[src/include/spi_test_slave_config.svh]
`ifndef SPI_TEST_SLAVE_CONFIG_SVH
`define SPI_TEST_SLAVE_CONFIG_SVH

// width of the byte, match and mismatch counters
`define STS_COUNT_W 16

// host register address width
`define STS_ADDR_W 3

// ==============================
// register map
// ==============================
`define STS_REG_CTRL           3'd0
`define STS_REG_CHECK_BASE     3'd1
`define STS_REG_REPLY_START    3'd2
`define STS_REG_BYTE_COUNT     3'd3
`define STS_REG_MATCH_COUNT    3'd4
`define STS_REG_MISMATCH_COUNT 3'd5
`define STS_REG_LAST_RX        3'd6
`define STS_REG_STATUS         3'd7

`endif
[src/verilog/spi_test_slave_pkg.sv]
`default_nettype none

`include "spi_test_slave_config.svh"

package spi_test_slave_pkg;

	// one spi data byte
	typedef logic [7:0] byte_t;
	// byte, match and mismatch counters
	typedef logic [`STS_COUNT_W-1:0] count_t;
	// host register address
	typedef logic [`STS_ADDR_W-1:0] reg_addr_t;

	// completed byte from the front end, valid is a one clk pulse
	typedef struct packed {
		logic  valid;
		byte_t data;
	} rx_event_t;

	// checker counts and last byte seen
	typedef struct packed {
		count_t byte_count;
		count_t match_count;
		count_t mismatch_count;
		byte_t  last_rx;
	} check_result_t;

	// configuration from the register bank
	typedef struct packed {
		byte_t check_base;
		byte_t reply_start;
		logic  clear;
	} link_cfg_t;

endpackage

`default_nettype wire

[src/verilog/spi_test_slave.sv]
`timescale 1ns/10ps
`default_nettype none

module spi_test_slave (
	input  wire                               clk,
	input  wire                               rst_n,
	// spi pins
	input  wire                               sck,
	input  wire                               ssel,
	input  wire                               mosi,
	output logic                              miso,
	// host register strobes
	input  wire                               reg_wr,
	input  wire                               reg_rd,
	input  wire spi_test_slave_pkg::reg_addr_t reg_addr,
	input  wire spi_test_slave_pkg::byte_t     reg_wdata,
	output spi_test_slave_pkg::count_t         reg_rdata
);

	// ==============================
	// internal links
	// ==============================

	// completed bytes from the front end
	spi_test_slave_pkg::rx_event_t rx_event;
	// next reply byte for the shifter
	spi_test_slave_pkg::byte_t tx_byte;
	// base values and clear from the registers
	spi_test_slave_pkg::link_cfg_t link_cfg;
	// counts for readback
	spi_test_slave_pkg::check_result_t check_result;
	logic frame_active;

	// ==============================
	// blocks
	// ==============================

	spi_frontend u_frontend (
		.clk          (clk),
		.rst_n        (rst_n),
		.sck          (sck),
		.ssel         (ssel),
		.mosi         (mosi),
		.tx_byte      (tx_byte),
		.miso         (miso),
		.rx_event     (rx_event),
		.frame_active (frame_active)
	);

	pattern_checker u_checker (
		.clk          (clk),
		.rst_n        (rst_n),
		.rx_event     (rx_event),
		.link_cfg     (link_cfg),
		.check_result (check_result)
	);

	reply_source u_reply (
		.clk      (clk),
		.rst_n    (rst_n),
		.rx_event (rx_event),
		.link_cfg (link_cfg),
		.tx_byte  (tx_byte)
	);

	test_regs u_regs (
		.clk          (clk),
		.rst_n        (rst_n),
		.reg_wr       (reg_wr),
		.reg_rd       (reg_rd),
		.reg_addr     (reg_addr),
		.reg_wdata    (reg_wdata),
		.check_result (check_result),
		.frame_active (frame_active),
		.reg_rdata    (reg_rdata),
		.link_cfg     (link_cfg)
	);

endmodule

`default_nettype wire

[src/verilog/test_regs.sv]
`timescale 1ns/10ps
`default_nettype none

`include "spi_test_slave_config.svh"

module test_regs (
	input  wire                                   clk,
	input  wire                                   rst_n,
	input  wire                                   reg_wr,
	input  wire                                   reg_rd,
	input  wire spi_test_slave_pkg::reg_addr_t     reg_addr,
	input  wire spi_test_slave_pkg::byte_t         reg_wdata,
	input  wire spi_test_slave_pkg::check_result_t check_result,
	input  wire                                   frame_active,
	output spi_test_slave_pkg::count_t             reg_rdata,
	output spi_test_slave_pkg::link_cfg_t          link_cfg
);

	// configuration registers
	spi_test_slave_pkg::byte_t check_base_q;
	spi_test_slave_pkg::byte_t reply_start_q;

	// self clearing clear pulse
	logic clear_q;
	// goes high once out of reset
	logic ready_q;

	// read mux output before the register
	spi_test_slave_pkg::count_t read_data;

	// ==============================
	// write side
	// ==============================

	always_ff @(posedge clk or negedge rst_n) begin
		if (!rst_n) begin
			check_base_q  <= 8'h00;
			reply_start_q <= 8'hFF;
			clear_q       <= 1'b0;
		end else begin
			// clear lasts a single clk
			clear_q <= 1'b0;
			if (reg_wr) begin
				case (reg_addr)
					`STS_REG_CTRL: begin
						clear_q <= reg_wdata[0];
					end
					`STS_REG_CHECK_BASE: begin
						check_base_q <= reg_wdata;
					end
					`STS_REG_REPLY_START: begin
						reply_start_q <= reg_wdata;
					end
					// status and count registers are read only
					default: begin
					end
				endcase
			end
		end
	end

	always_ff @(posedge clk or negedge rst_n) begin
		if (!rst_n) begin
			ready_q <= 1'b0;
		end else begin
			ready_q <= 1'b1;
		end
	end

	assign link_cfg.check_base  = check_base_q;
	assign link_cfg.reply_start = reply_start_q;
	assign link_cfg.clear       = clear_q;

	// ==============================
	// read side
	// ==============================

	// narrow registers are zero extended
	always_comb begin
		read_data = '0;
		case (reg_addr)
			`STS_REG_CTRL:           read_data = '0;
			`STS_REG_CHECK_BASE:     read_data = spi_test_slave_pkg::count_t'(check_base_q);
			`STS_REG_REPLY_START:    read_data = spi_test_slave_pkg::count_t'(reply_start_q);
			`STS_REG_BYTE_COUNT:     read_data = check_result.byte_count;
			`STS_REG_MATCH_COUNT:    read_data = check_result.match_count;
			`STS_REG_MISMATCH_COUNT: read_data = check_result.mismatch_count;
			`STS_REG_LAST_RX:        read_data = spi_test_slave_pkg::count_t'(check_result.last_rx);
			// bit 0 ready, bit 1 frame in progress
			`STS_REG_STATUS: read_data = spi_test_slave_pkg::count_t'({frame_active, ready_q});
			default:                 read_data = '0;
		endcase
	end

	// read data valid the clk after the strobe, held otherwise
	always_ff @(posedge clk or negedge rst_n) begin
		if (!rst_n) begin
			reg_rdata <= '0;
		end else if (reg_rd) begin
			reg_rdata <= read_data;
		end
	end

endmodule

`default_nettype wire

[src/verilog/reply_source.sv]
`timescale 1ns/10ps
`default_nettype none

module reply_source (
	input  wire                               clk,
	input  wire                               rst_n,
	input  wire spi_test_slave_pkg::rx_event_t rx_event,
	input  wire spi_test_slave_pkg::link_cfg_t link_cfg,
	output spi_test_slave_pkg::byte_t          tx_byte
);

	// ==============================
	// falling reply counter
	// ==============================

	// value the front end loads at the next byte boundary
	spi_test_slave_pkg::byte_t reply_cnt;

	always_ff @(posedge clk or negedge rst_n) begin
		if (!rst_n) begin
			// matches the reply_start reset value
			reply_cnt <= 8'hFF;
		end else if (link_cfg.clear) begin
			reply_cnt <= link_cfg.reply_start;
		end else if (rx_event.valid) begin
			// one step down per byte, wraps modulo 256
			reply_cnt <= reply_cnt - 8'd1;
		end
	end

	// held as a level for the front end
	assign tx_byte = reply_cnt;

endmodule

`default_nettype wire

[src/verilog/pattern_checker.sv]
`timescale 1ns/10ps
`default_nettype none

module pattern_checker (
	input  wire                               clk,
	input  wire                               rst_n,
	input  wire spi_test_slave_pkg::rx_event_t rx_event,
	input  wire spi_test_slave_pkg::link_cfg_t link_cfg,
	output spi_test_slave_pkg::check_result_t  check_result
);

	// next byte the counting pattern should deliver
	spi_test_slave_pkg::byte_t expected;
	spi_test_slave_pkg::check_result_t result_q;

	// counters stop at all ones
	function automatic spi_test_slave_pkg::count_t sat_inc(
		input spi_test_slave_pkg::count_t value
	);
		if (&value) begin
			return value;
		end
		return value + 1'b1;
	endfunction

	// ==============================
	// pattern compare
	// ==============================

	always_ff @(posedge clk or negedge rst_n) begin
		if (!rst_n) begin
			expected <= 8'h00;
			result_q <= '0;
		end else if (link_cfg.clear) begin
			// restart the pattern at the programmed base
			expected <= link_cfg.check_base;
			result_q <= '0;
		end else if (rx_event.valid) begin
			// index carries on across frames
			expected            <= expected + 8'd1;
			result_q.byte_count <= sat_inc(result_q.byte_count);
			result_q.last_rx    <= rx_event.data;
			if (rx_event.data == expected) begin
				result_q.match_count <= sat_inc(result_q.match_count);
			end else begin
				result_q.mismatch_count <= sat_inc(result_q.mismatch_count);
			end
		end
	end

	assign check_result = result_q;

endmodule

`default_nettype wire

[src/verilog/spi_frontend.sv]
`timescale 1ns/10ps
`default_nettype none

module spi_frontend (
	input  wire                           clk,
	input  wire                           rst_n,
	input  wire                           sck,
	input  wire                           ssel,
	input  wire                           mosi,
	input  wire spi_test_slave_pkg::byte_t tx_byte,
	output logic                          miso,
	output spi_test_slave_pkg::rx_event_t rx_event,
	output logic                          frame_active
);

	// pin sampling shift registers
	logic [2:0] sck_sync;
	logic [2:0] ssel_sync;
	logic [1:0] mosi_sync;

	// decoded pin events
	logic sck_rise;
	logic sck_fall;
	logic ssel_start;
	logic ssel_active;
	logic mosi_bit;

	// byte assembly
	logic [2:0] bit_cnt;
	logic byte_done;
	spi_test_slave_pkg::byte_t rx_shift;
	spi_test_slave_pkg::byte_t tx_shift;

	// ==============================
	// pin synchronizers
	// ==============================

	// sck idles low in mode 0
	always_ff @(posedge clk or negedge rst_n) begin
		if (!rst_n) begin
			sck_sync <= 3'b000;
		end else begin
			sck_sync <= {sck_sync[1:0], sck};
		end
	end

	// ssel idles high so no frame shows after reset
	always_ff @(posedge clk or negedge rst_n) begin
		if (!rst_n) begin
			ssel_sync <= 3'b111;
		end else begin
			ssel_sync <= {ssel_sync[1:0], ssel};
		end
	end

	always_ff @(posedge clk or negedge rst_n) begin
		if (!rst_n) begin
			mosi_sync <= 2'b00;
		end else begin
			mosi_sync <= {mosi_sync[0], mosi};
		end
	end

	// edge detect on the older two stages
	assign sck_rise    = (sck_sync[2:1] == 2'b01);
	assign sck_fall    = (sck_sync[2:1] == 2'b10);
	// ssel is active low
	assign ssel_active = ~ssel_sync[1];
	// frame opens on the ssel falling edge
	assign ssel_start  = (ssel_sync[2:1] == 2'b10);
	assign mosi_bit    = mosi_sync[1];

	assign frame_active = ssel_active;

	// ==============================
	// receive path
	// ==============================

	// bit counter, held at zero while deselected
	always_ff @(posedge clk or negedge rst_n) begin
		if (!rst_n) begin
			bit_cnt <= 3'd0;
		end else if (!ssel_active) begin
			bit_cnt <= 3'd0;
		end else if (sck_rise) begin
			bit_cnt <= bit_cnt + 3'd1;
		end
	end

	// msb first into the low end
	always_ff @(posedge clk) begin
		if (ssel_active && sck_rise) begin
			rx_shift <= {rx_shift[6:0], mosi_bit};
		end
	end

	// pulse once the eighth bit has been shifted in
	always_ff @(posedge clk or negedge rst_n) begin
		if (!rst_n) begin
			byte_done <= 1'b0;
		end else begin
			byte_done <= ssel_active && sck_rise && (bit_cnt == 3'd7);
		end
	end

	// rx_shift is stable for several clk after the last bit
	assign rx_event.valid = byte_done;
	assign rx_event.data  = rx_shift;

	// ==============================
	// transmit path
	// ==============================

	// load at frame start and at each byte boundary
	// otherwise shift left on sck falling edges
	always_ff @(posedge clk or negedge rst_n) begin
		if (!rst_n) begin
			tx_shift <= 8'hFF;
		end else if (ssel_start) begin
			tx_shift <= tx_byte;
		end else if (ssel_active && sck_fall) begin
			if (bit_cnt == 3'd0) begin
				tx_shift <= tx_byte;
			end else begin
				tx_shift <= {tx_shift[6:0], 1'b0};
			end
		end
	end

	// msb goes out first
	assign miso = tx_shift[7];

endmodule

`default_nettype wire

[config.mk]
export PLATFORM = sky130hd
export DESIGN_NAME = spi_test_slave
export DESIGN_NICKNAME = d
export VERILOG_FILES = /design/src/verilog/spi_test_slave_pkg.sv /design/src/verilog/spi_test_slave.sv /design/src/verilog/test_regs.sv /design/src/verilog/reply_source.sv /design/src/verilog/pattern_checker.sv /design/src/verilog/spi_frontend.sv
export VERILOG_INCLUDE_DIRS = /design/src /design/src/include
export SDC_FILE = /design/constraint.sdc
export NUM_CORES = 1
export LEC_CHECK = 0
export ABC_CLOCK_PERIOD_IN_PS = 3300
export BUFFER_PORTS_ARGS = -buffer_cell sky130_fd_sc_hd__buf_4
export CAP_MARGIN = 25
export CORE_MARGIN = 2
export CORE_UTILIZATION = 50
export DETAILED_ROUTE_END_ITERATION = 16
export PLACE_DENSITY = 0.7
export SYNTH_ARGS = -nofsm -noshare
export SYNTH_HDL_FRONTEND = slang
export SYNTH_HIERARCHICAL = 1
export SYNTH_SLANG_ARGS = --single-unit
[constraint.sdc]
create_clock -name clk -period 3.3 [get_ports clk]
set_input_delay 0.33 -clock clk [delete_from_list [all_inputs] [get_ports clk]]
set_output_delay 0.33 -clock clk [all_outputs]
set_load 0.01 [all_outputs]
# Yosys cells after proc, flatten, opt, wreduce, memory -nomap -nowiden
# Index checks and enable logic that the tools add are counted.
[op_classes]
mux = 30
n_reduce_logical = 17
eq_ne = 16
bitwise = 1
addsub = 6
[op_table]
columns = ["cell", "n"]
rows = [
  ["$pmux W16 S8", 1],
  ["$mux W56", 2],
  ["$mux W16", 5],
  ["$mux W8", 7],
  ["$add A16 B1 Y16 const B", 3],
  ["$reduce_and A16 Y1", 3],
  ["$eq A3 B3 Y1 const B", 5],
  ["$mux W1", 13],
  ["$ne A3 B2 Y1 const B", 3],
  ["$add A8 B1 Y8 const B", 1],
  ["$eq A8 B8 Y1", 1],
  ["$reduce_bool A2 Y1", 4],
  ["$sub A8 B1 Y8 const B", 1],
  ["$eq A3 B2 Y1 const B", 2],
  ["$logic_not A3 Y1", 2],
  ["$mux W3", 2],
  ["$reduce_and A2 Y1", 3],
  ["$reduce_and A3 Y1", 2],
  ["$eq A2 B2 Y1 const B", 2],
  ["$add A3 B1 Y3 const B", 1],
  ["$eq A3 B1 Y1 const B", 1],
  ["$logic_and A1 B1 Y1", 3],
  ["$eq A2 B1 Y1 const B", 1],
  ["$ne A2 B1 Y1 const B", 1],
  ["$not A1 Y1", 1],
]
[totals]
output_inout_bits = 17
ff_bits = 134

# Logic depth before layout (Yosys ltp)
# Gate-level depths: netlist of run 1.
[logic_depth]
depth_word = 9
mapped_depth = 8
ltp_nobuf = 6

# Hierarchy
# Netlist of run 1, hierarchy kept.
[modules_own_cells]
columns = ["module", "n_inst", "seq_area_each_um2", "area_each_um2", "cells_each"]
rows = [
  ["pattern_checker", 1, 1601.5, 3485.8, 366],
  ["test_regs", 1, 860.8, 1943.1, 182],
  ["spi_frontend", 1, 754.5, 1054.8, 74],
  ["reply_source", 1, 210.2, 476.7, 53],
]

# Worst setup path after synthesis of run 1
# Ideal clock, no wire load.
[synth_timing]
kind = "reg-to-reg"
startpoint = "register u_checker.expected[0]"
endpoint = "register u_checker.result_q, in the netlist u_checker/check_result[30]"
path_buffers = 2
setup_slack_ns = 1.216
t_arrival_ns = 1.959
setup_ns = 0.125
stages_incl_launch_ff = 8
period_less_slack_ns = 2.084
cell_sequence = "dfrtp_1 > xnor2_1 > nand4_1 > or3_1 > buf_2 > buf_6 > nor4_1 > mux2_2"
[synth_between]
elab_chain_len = 3
[synth_rtl]
columns = ["item", "line", "rtl"]
rows = [
  ["from (decl)", "pattern_checker.sv:13", "spi_test_slave_pkg::byte_t expected;"],
  ["from (signal assigned)", "pattern_checker.sv:36", "expected <= link_cfg.check_base;"],
  ["from (signal assigned)", "pattern_checker.sv:40", "expected <= expected + 8'd1;"],
  ["$eq A8 B8 Y1", "pattern_checker.sv:43", "if (rx_event.data == expected) begin"],
  ["$reduce_bool A2 Y1 (no source line)", "n/a", ""],
  ["$reduce_and A3 Y1 (no source line)", "n/a", ""],
  ["to (decl)", "pattern_checker.sv:14", "spi_test_slave_pkg::check_result_t result_q;"],
]
# Every way passes these cells.
# A chain may end at the register's enable or synchronous reset.

# Worst setup path after layout of run 1
[layout_timing]
startpoint = "register u_checker.expected[0]"
endpoint = "register u_checker.result_q, in the netlist u_checker/check_result[32]"
# The elaborated chain is that of the path after synthesis.

==> results of run 1 <==
critical path, delay by kind of cell (launching register included):
family,cells,cell delay [ns]
AND/OR/NAND/NOR,3,1.32
flip-flops,1,0.44
multiplexers,1,0.37
XOR/XNOR,1,0.21
registers in the layout, summed over array words and instances (netlist names):
signal,count
u_checker/check_result,56
u_checker/expected,8
u_frontend/bit_cnt,3
u_frontend/byte_done,1
u_frontend/mosi_sync,2
u_frontend/rx_shift,8
u_frontend/sck_sync,3
u_frontend/ssel_sync,3
u_frontend/tx_shift,8
u_regs/check_base_q,8
u_regs/clear_q,1
u_regs/ready_q,1
u_regs/reg_rdata,16
u_regs/reply_start_q,8
u_reply/tx_byte,8
worst paths after layout:
| check | from | to | slack, ns | cells after the start |
|---|---|---|---|---|
| min | rst_n | u_regs/check_base_q[3] | -0.01 | 1 |
| max | u_checker/expected[0] | u_checker/check_result[32] | 0.84 | 5 |
| min reg2reg | u_frontend/sck_sync[0] | u_frontend/sck_sync[1] | 0.35 | 0 |
| max in group asynchronous | rst_n | u_checker/check_result[1] | 2.50 | 2 |
| max reg2reg | u_checker/expected[0] | u_checker/check_result[32] | 0.84 | 5 |
| min in group clk | mosi | u_frontend/mosi_sync[0] | 0.02 | 1 |
layer usage:
layer,part of all wire,GRT usage,vias to the layer above
met5,0,0,-
met4,0.019,0.0912,0
met3,0.044,0.0417,24
met2,0.47,0.346,138
met1,0.47,0.315,2623
li1,-,-,2487
cell families (layout without fill, tap and decap cells):
logic type | Yosys count | after routing | share of synthesized area
muxes | 65 | 65 | 0.0985
and+or+nand+nor | 222 | 222 | 0.177
other | 1 | 1 | 0.000539
buffers and inverters | 76 | 111 | 0.0525
adders and majority gates | 8 | 8 | 0.0144
DFF | 134 | 134 | 0.492
AOI/OAI and AO/OA | 139 | 139 | 0.127
xor gates and xnor gates | 30 | 30 | 0.0377
power groups by stage:
stage	Combinational, mW	Clock (mW)	Sequential, mW
floorplan	0.287	0	1.99
global placement	0.387	0	2.02
detailed placement	0.404	0	2.03
CTS	0.408	1.84	2.00
global route	0.459	1.90	2.03
finish	0.409	1.79	2.00
timing repair:
| item | in CTS | in global routing |
|---|---|---|
| endpoints found under the setup margin | 0 | 0 |
| hold endpoints to repair | 2 | 0 |
| hold buffers | 2 | 0 |
| buffers inserted | 0 | 0 |
stage by stage:
stage	util	setup slack, ns
after global placement	0.530	0.915
final	0.573	0.838
after global routing	0.573	0.557
after floorplan	-	1.22
after detailed placement	0.530	0.848
after CTS	0.573	0.834
final cells by class:
| type | count | area share |
|---|---|---|
| sequential | 134 | 0.436 |
| multi-input combinational | 465 | 0.403 |
| clock buffer | 24 | 0.0627 |
| timing repair buffer | 43 | 0.0433 |
| tap | 180 | 0.0286 |
| inverter | 36 | 0.0172 |
| clock inverter | 8 | 0.00907 |
layout by cell type, fill, tap and decap left out, types with 6 or more instances in the layout:
cell type,n
nor4_1,6
or4_1,17
nand3_1,22
o21ai_1,10
nor2_1,50
xnor2_1,17
a21oi_1,46
o31ai_1,17
o21ai_0,20
xor2_1,13
inv_1,35
buf_4,40
dfstp_2,27
nor2b_1,9
edfxtp_1,8
mux2i_1,37
nand2_1,44
dfrtp_1,98
clkbuf_16,18
and4_1,6
ha_1,8
nand4_1,15
mux2_2,20
mux2_1,8
and3_1,13
or3_1,8
o22ai_1,13
==> impl_metrics.ini, run 1 <==
[status]
outcome = finished with violations
violations = hold timing

[critical_path]
slowest_stage = or3_1
arrival_ns = 2.76
critPathCaptureType = flop
crit_required_ns = 3.60
path_max_fanout = 28
crit_chain = xnor2_1 -> nand4_1 -> or3_1 -> nor4b_1 -> mux2_2
start_kind = flop
critPathKind = flop to flop
cp_slowest_stage_delay_ns = 0.71

[global_routing]
antenna_found_initial = 0
grt_usage = 0.225
grt_max_degree = 68
grt_pass1_wl_um = 26200
grt-ovfl-total = 0
grt_pass1_vias = 5194

[die]
io_pins = 35
dieHeight_um = 122
fp.dieW_um = 122
initial_core_util = 0.507
coreArea_um2 = 13700
dieArea_um2 = 14900
rows = 43

[cts]
h-tree-depth = 4
clock_path_buffers = 2
ctsResizeCount = 0
clock_sinks = 134
path_clk_slew_ns = 0.06
clk_latency_ns = 0.42
root_buffer = clkbuf_16
cts_buffers = 17
cts_tree = yes

[power_and_ir_drop]
swShare = 0.246
ir_drop_v = 0.000314
power.internal_mw = 3.17
power_frac_clock = 0.426
power.density_nw_per_um2 = 535
combPwrFrac = 0.097
netSwitchingPower_mw = 1.04
seqPwrFrac = 0.476
power_mw = 4.21
p_leak_nw = 3.27

[timing]
layout_min_cycle_time_ns = 2.46
grt_setup_unrepaired = false
clock.fmax_mhz = 406
post-route-period-util = 0.746
worst_slew_pin_slew_ns = 0.944
worst_hold_slack_ns = -0.00987
finClkSkew_ns = 0.00622
max_slew_margin = 0.371
finalMaxSlewViolations = 0
hold_viol_final = 5
finalSetupTns_ns = 0
finalSetupViolations = 0

[min_path]
hold_path_class = input port to async pin

[routing]
route.detailed.drc = 0
wl_per_cell_um = 17.6
final_antenna_net_count = 0
wl_um = 15700
via_per_inst = 5.92
drt_iter0_markers = 413
drtPass1Iterations = 5
via_count = 5272

[job]
maxCapViolations = 0

[cells_and_area]
num-fill-cells = 1139
fin_area_um2 = 7860
multi_input_area_um2 = 3170
n_antenna_cell = 0
layout-drive-gt1-share = 0.183
synthToLayoutAreaGrowth_pct = 12.9
nNetsFinal = 723
seqCellArea_um2 = 3430
stdcell_count = 890

[synth]
synthTopCellsByCount = dfrtp_1 (99), nor2_1 (50), a21oi_1 (46)
synth-seq-cells = 134
async_flop_share = 0.940
yosysMostFrequentCell = dfrtp_1
synthCells = 675
syn-cell-area_um2 = 6960
synth.top_cell.area_share = 0.356
avgSynthCellArea_um2 = 10.3
ys_seq_area_frac = 0.492
synth.area.top_cells = dfrtp_1 (36%), dfstp_2 (10%), mux2i_1 (5.3%), edfxtp_1 (3.5%), a21oi_1 (3.3%)
synth-edff-count = 8
synth_cell_types = 69
syn_nets = 701
ys.flop_type = dfrtp_1
ys_warn_count = 6
synth_largest_area_cell = dfrtp_1

[placed_design]
place.gp.congestion = 0.904
dp.cells = 856
place_area_um2 = 7280
dp_hpwl_um = 10700
io_buffers = 34
(Power assumes the default switching activity.)
==> run 2: changes to the inputs <==
ABC_CLOCK_PERIOD_IN_PS = 2200   (was 3300)
PLACE_DENSITY = 0.73   (was 0.7)
clock period = 2.2 ns   (was 3.3 ns; I/O delays follow)
==> impl_metrics.ini, run 2 (synthesis results as in run 1) <==
[power_and_ir_drop]
ir_drop_v = 0.000633
power.density_nw_per_um2 = 805
power_mw = 6.62
p_leak_nw = 3.42

[critical_path]
crit_required_ns = 2.55
critPathKind = flop to flop
path_max_fanout = 10
critPathCaptureType = flop
r2r_start = u_checker/check_result[8]
crit_path_start = u_checker/check_result[8]
start_kind = flop
arrival_ns = 2.50

[timing]
finalSetupViolations = 0
hold_viol_final = 0
post-route-period-util = 0.975
finalSetupTns_ns = 0
worst_slew_pin_slew_ns = 0.745
finClkSkew_ns = 0.00952
fin_ws_ns = 0.0546
finalMaxSlewViolations = 0
layout_min_cycle_time_ns = 2.15
grt_setup_unrepaired = true
max_slew_margin = 0.503
clock.fmax_mhz = 466

[cts]
cts_tree = yes
clock_path_buffers = 2
h-tree-depth = 4
clock_sinks = 134
root_buffer = clkbuf_16
clk_latency_ns = 0.43
path_clk_slew_ns = 0.06
cts_buffers = 17

[placed_design]
place_ws_ns = 0.0266
place_area_um2 = 7420
place.gp.congestion = 0.841
io_buffers = 34
dp_hpwl_um = 11200

[cells_and_area]
n_antenna_cell = 0
num-fill-cells = 1104
post-route-util = 0.599
layout_common_cells = dfrtp_1 (98), buf_4 (56), nor2_1 (49)
nNetsFinal = 746
largest_reg_flops = 56
synthToLayoutAreaGrowth_pct = 18.2
layout-drive-gt1-share = 0.218
fin_area_um2 = 8220
layout_commonest_cell = dfrtp_1

[global_routing]
grt_pass1_vias = 5327
grt-ovfl-total = 0
grt_usage = 0.234
grt_max_degree = 53
antenna_found_initial = 0
grt_pass1_wl_um = 27100

[routing]
drt_iter0_markers = 624
route.detailed.drc = 0
wl_um = 16900
via_count = 5535
via_per_inst = 6.06
wl_per_cell_um = 18.5
final_antenna_net_count = 0
drtPass1Iterations = 7

[min_path]
hold_path_class = input port to flop
min_from = reg_wdata[1]

[die]
coreArea_um2 = 13700
initial_core_util = 0.507
io_pins = 35
dieArea_um2 = 14900
fp.dieW_um = 122
dieHeight_um = 122
rows = 43

[job]
maxCapViolations = 0

[status]
outcome = finished, final reports clean
-- run 2: cell types whose count changed in the layout (fill, tap and decap cells not counted), moves of 2 or more --
| cell | previous run | this run |
|---|---|---|
| buf_4 | 40 | 56 |
| mux2_2 | 20 | 17 |
| a21oi_1 | 46 | 44 |
| dlygate4sd3_1 | 2 | 4 |
| mux2_4 | 0 | 3 |
| nor4_4 | 1 | 4 |
| nor4_1 | 6 | 3 |
| bufinv_16 | 1 | 4 |
| clkinv_1 | 0 | 2 |
| a21oi_2 | 1 | 3 |
| nor4b_1 | 2 | 0 |
| buf_12 | 1 | 3 |
-- run 2: timing repair --
action | CTS | global route
hold buffers | 4 | 0
cloned | 0 | 2
gates resized for setup | 2 | 19
hold endpoints to repair | 28 | 0
endpoints found under the setup margin | 1 | 17
pin swaps | 0 | 7
buffers inserted | 0 | 2
-- run 2: layout make-up --
cell class                 instances  area [um2]  area share
clock buffer                      21         450      0.0548
clock inverter                    11         155      0.0189
inverter                          36         135      0.0164
multi-input combinational        465        3270       0.397
sequential                       134        3430       0.417
tap                              180         225      0.0274
timing repair buffer              66         562      0.0683
-- run 2: worst paths after layout --
path | endpoint | slack [ns] | cells after the start
max | u_checker/check_result[12] | 0.05 | 7
min | u_regs/check_base_q[1] | 0.02 | 2
max reg2reg | u_checker/check_result[12] | 0.05 | 7
min reg2reg | u_frontend/sck_sync[1] | 0.34 | 0
max in group asynchronous | u_checker/check_result[41] | 1.11 | 3
min in group asynchronous | u_regs/reg_rdata[1] | 0.37 | 2
-- run 2: stage by stage --
| step | hold slack [ns] | cells |
|---|---|---|
| 6_report | 0.0240 | 913 |
| 5_1_grt | 0.0235 | 913 |
| 4_1_cts | 0.0184 | 909 |
| 3_5_place_dp | 0.280 | 873 |
| 3_3_place_gp | 0.266 | 873 |
| 2_1_floorplan | -0.0756 | 675 |
-- run 2: layer usage --
layer  GRT usage  routed length [um]  part of all wire  up-vias
li1            -                   -                 -     2531
met3      0.0599                1080             0.064       28
met5           0                   0                 0        -
met4      0.0797                 294             0.017        0
met1       0.316                7370              0.44     2769
met2       0.368                8120              0.48      207
-- run 2: critical path, cell delays in order, from the launching register on --
cell	delay, ns
dfrtp_1	0.43
ha_1	0.27
nand3_1	0.13
nor4_4	0.08
nand4b_1	0.34
buf_4	0.25
or4_1	0.40
a21oi_1	0.16
-- run 2: power breakdown --
part	internal [mW]	switching [mW]	total [mW]
sequential	2.79	0.206	2.99
clock	1.91	1.04	2.94
combinational	0.332	0.349	0.681
==> run 3: changes to the inputs <==
PLACE_DENSITY = 0.7   (was 0.73)
==> impl_metrics.ini, run 3 (synthesis results as in run 1) <==
[status]
outcome = finished, final reports clean

[power_and_ir_drop]
ir_drop_v = 0.000559
p_leak_nw = 3.42
power.density_nw_per_um2 = 767
power_mw = 6.25

[critical_path]
crit_required_ns = 2.51
arrival_ns = 2.43
critPathCaptureType = flop
start_kind = flop
critPathKind = flop to flop
path_max_fanout = 28

[global_routing]
grt-ovfl-total = 0
antenna_found_initial = 0
grt_usage = 0.224
grt_pass1_wl_um = 25800
grt_pass1_vias = 5161
grt_max_degree = 56

[timing]
layout_min_cycle_time_ns = 2.13
finalMaxSlewViolations = 0
post-route-period-util = 0.967
worst_hold_slack_ns = 0.0206
clock.fmax_mhz = 470
hold_viol_final = 0
worst_slew_pin_slew_ns = 0.672
finClkSkew_ns = 0.00784
finalSetupViolations = 0
max_slew_margin = 0.552
fin_ws_ns = 0.0734

[die]
rows = 43
dieArea_um2 = 14900
initial_core_util = 0.507
coreArea_um2 = 13700
dieHeight_um = 122
io_pins = 35
fp.dieW_um = 122

[placed_design]
place.gp.congestion = 0.928
io_buffers = 34
dp_hpwl_um = 11000
place_ws_ns = 0.00294
place_area_um2 = 7490

[cells_and_area]
layout_common_cells = dfrtp_1 (98), buf_4 (64), nor2_1 (50)
num-fill-cells = 1140
layout_commonest_cell = dfrtp_1
n_antenna_cell = 0
nNetsFinal = 753
synthToLayoutAreaGrowth_pct = 17.2
fin_area_um2 = 8160
largest_reg_flops = 56
layout-drive-gt1-share = 0.222

[min_path]
hold_path_class = input port to flop

[routing]
route.detailed.drc = 0
via_count = 5319
wl_per_cell_um = 17.3
final_antenna_net_count = 0
via_per_inst = 5.78
drt_iter0_markers = 531
drtPass1Iterations = 5
wl_um = 15900

[cts]
clk_latency_ns = 0.43
root_buffer = clkbuf_16
path_clk_slew_ns = 0.06
cts_buffers = 17
h-tree-depth = 4
clock_path_buffers = 2
clock_sinks = 134
cts_tree = yes

[job]
maxCapViolations = 0
run 3: power breakdown:
part | leakage, nW | switching (mW) | internal (mW) | total, mW
Clock | 0.270 | 1.02 | 1.56 | 2.58
Combinational | 1.46 | 0.351 | 0.341 | 0.692
Sequential | 1.69 | 0.195 | 2.79 | 2.98
Total | 3.42 | 1.56 | 4.69 | 6.25
run 3: critical path, stage by stage, from the launching register on:
cell,delay (ns)
dfrtp_1,0.42
xnor2_1,0.18
nand4_1,0.20
or3_4,0.39
buf_12,0.17
nor4b_2,0.28
mux2_2,0.36
run 3: through the flow:
step,instances,TNS [ns],utilization
after floorplan,675,0,-
after global placement,878,0,0.546
after detailed placement,878,0,0.546
after CTS,914,0,0.589
after global routing,920,-0.0140,0.595
final,920,0,0.595
run 3: final timing paths:
check	from	endpoint	slack [ns]	cells past startpoint
max	u_checker/expected[3]	u_checker/check_result[32]	0.07	6
min	reg_wdata[3]	u_regs/check_base_q[3]	0.02	2
max reg2reg	u_checker/expected[3]	u_checker/check_result[32]	0.07	6
min reg2reg	u_frontend/sck_sync[0]	u_frontend/sck_sync[1]	0.35	0
max in group asynchronous	rst_n	u_regs/reply_start_q[6]	1.19	3
min in group asynchronous	rst_n	u_regs/check_base_q[5]	0.34	2
run 3: layout make-up:
cell class / instances / area (um2) / area share
Sequential cell: 134 / 3430 / 0.420
Multi-Input combinational cell: 465 / 3220 / 0.394
Timing Repair Buffer: 73 / 621 / 0.0761
Clock buffer: 21 / 450 / 0.0552
Tap cell: 180 / 225 / 0.0276
Inverter: 36 / 135 / 0.0166
Clock inverter: 11 / 83.8 / 0.0103
run 3: repair_timing:
item	4_1_cts	5_1_grt
hold buffers	4	0
pin swaps	0	2
resized for setup	2	5
hold endpoints to repair	19	0
setup buffers	0	6
setup endpoints to repair	2	6
run 3: metal layers:
layer	routed length, um	track usage	up-vias	share of wire
met1	7410	0.306	2599	0.46
li1	-	-	2545	-
met2	7390	0.345	152	0.46
met4	336	0.101	0	0.021
met5	0	0	-	0
met3	805	0.0473	23	0.050
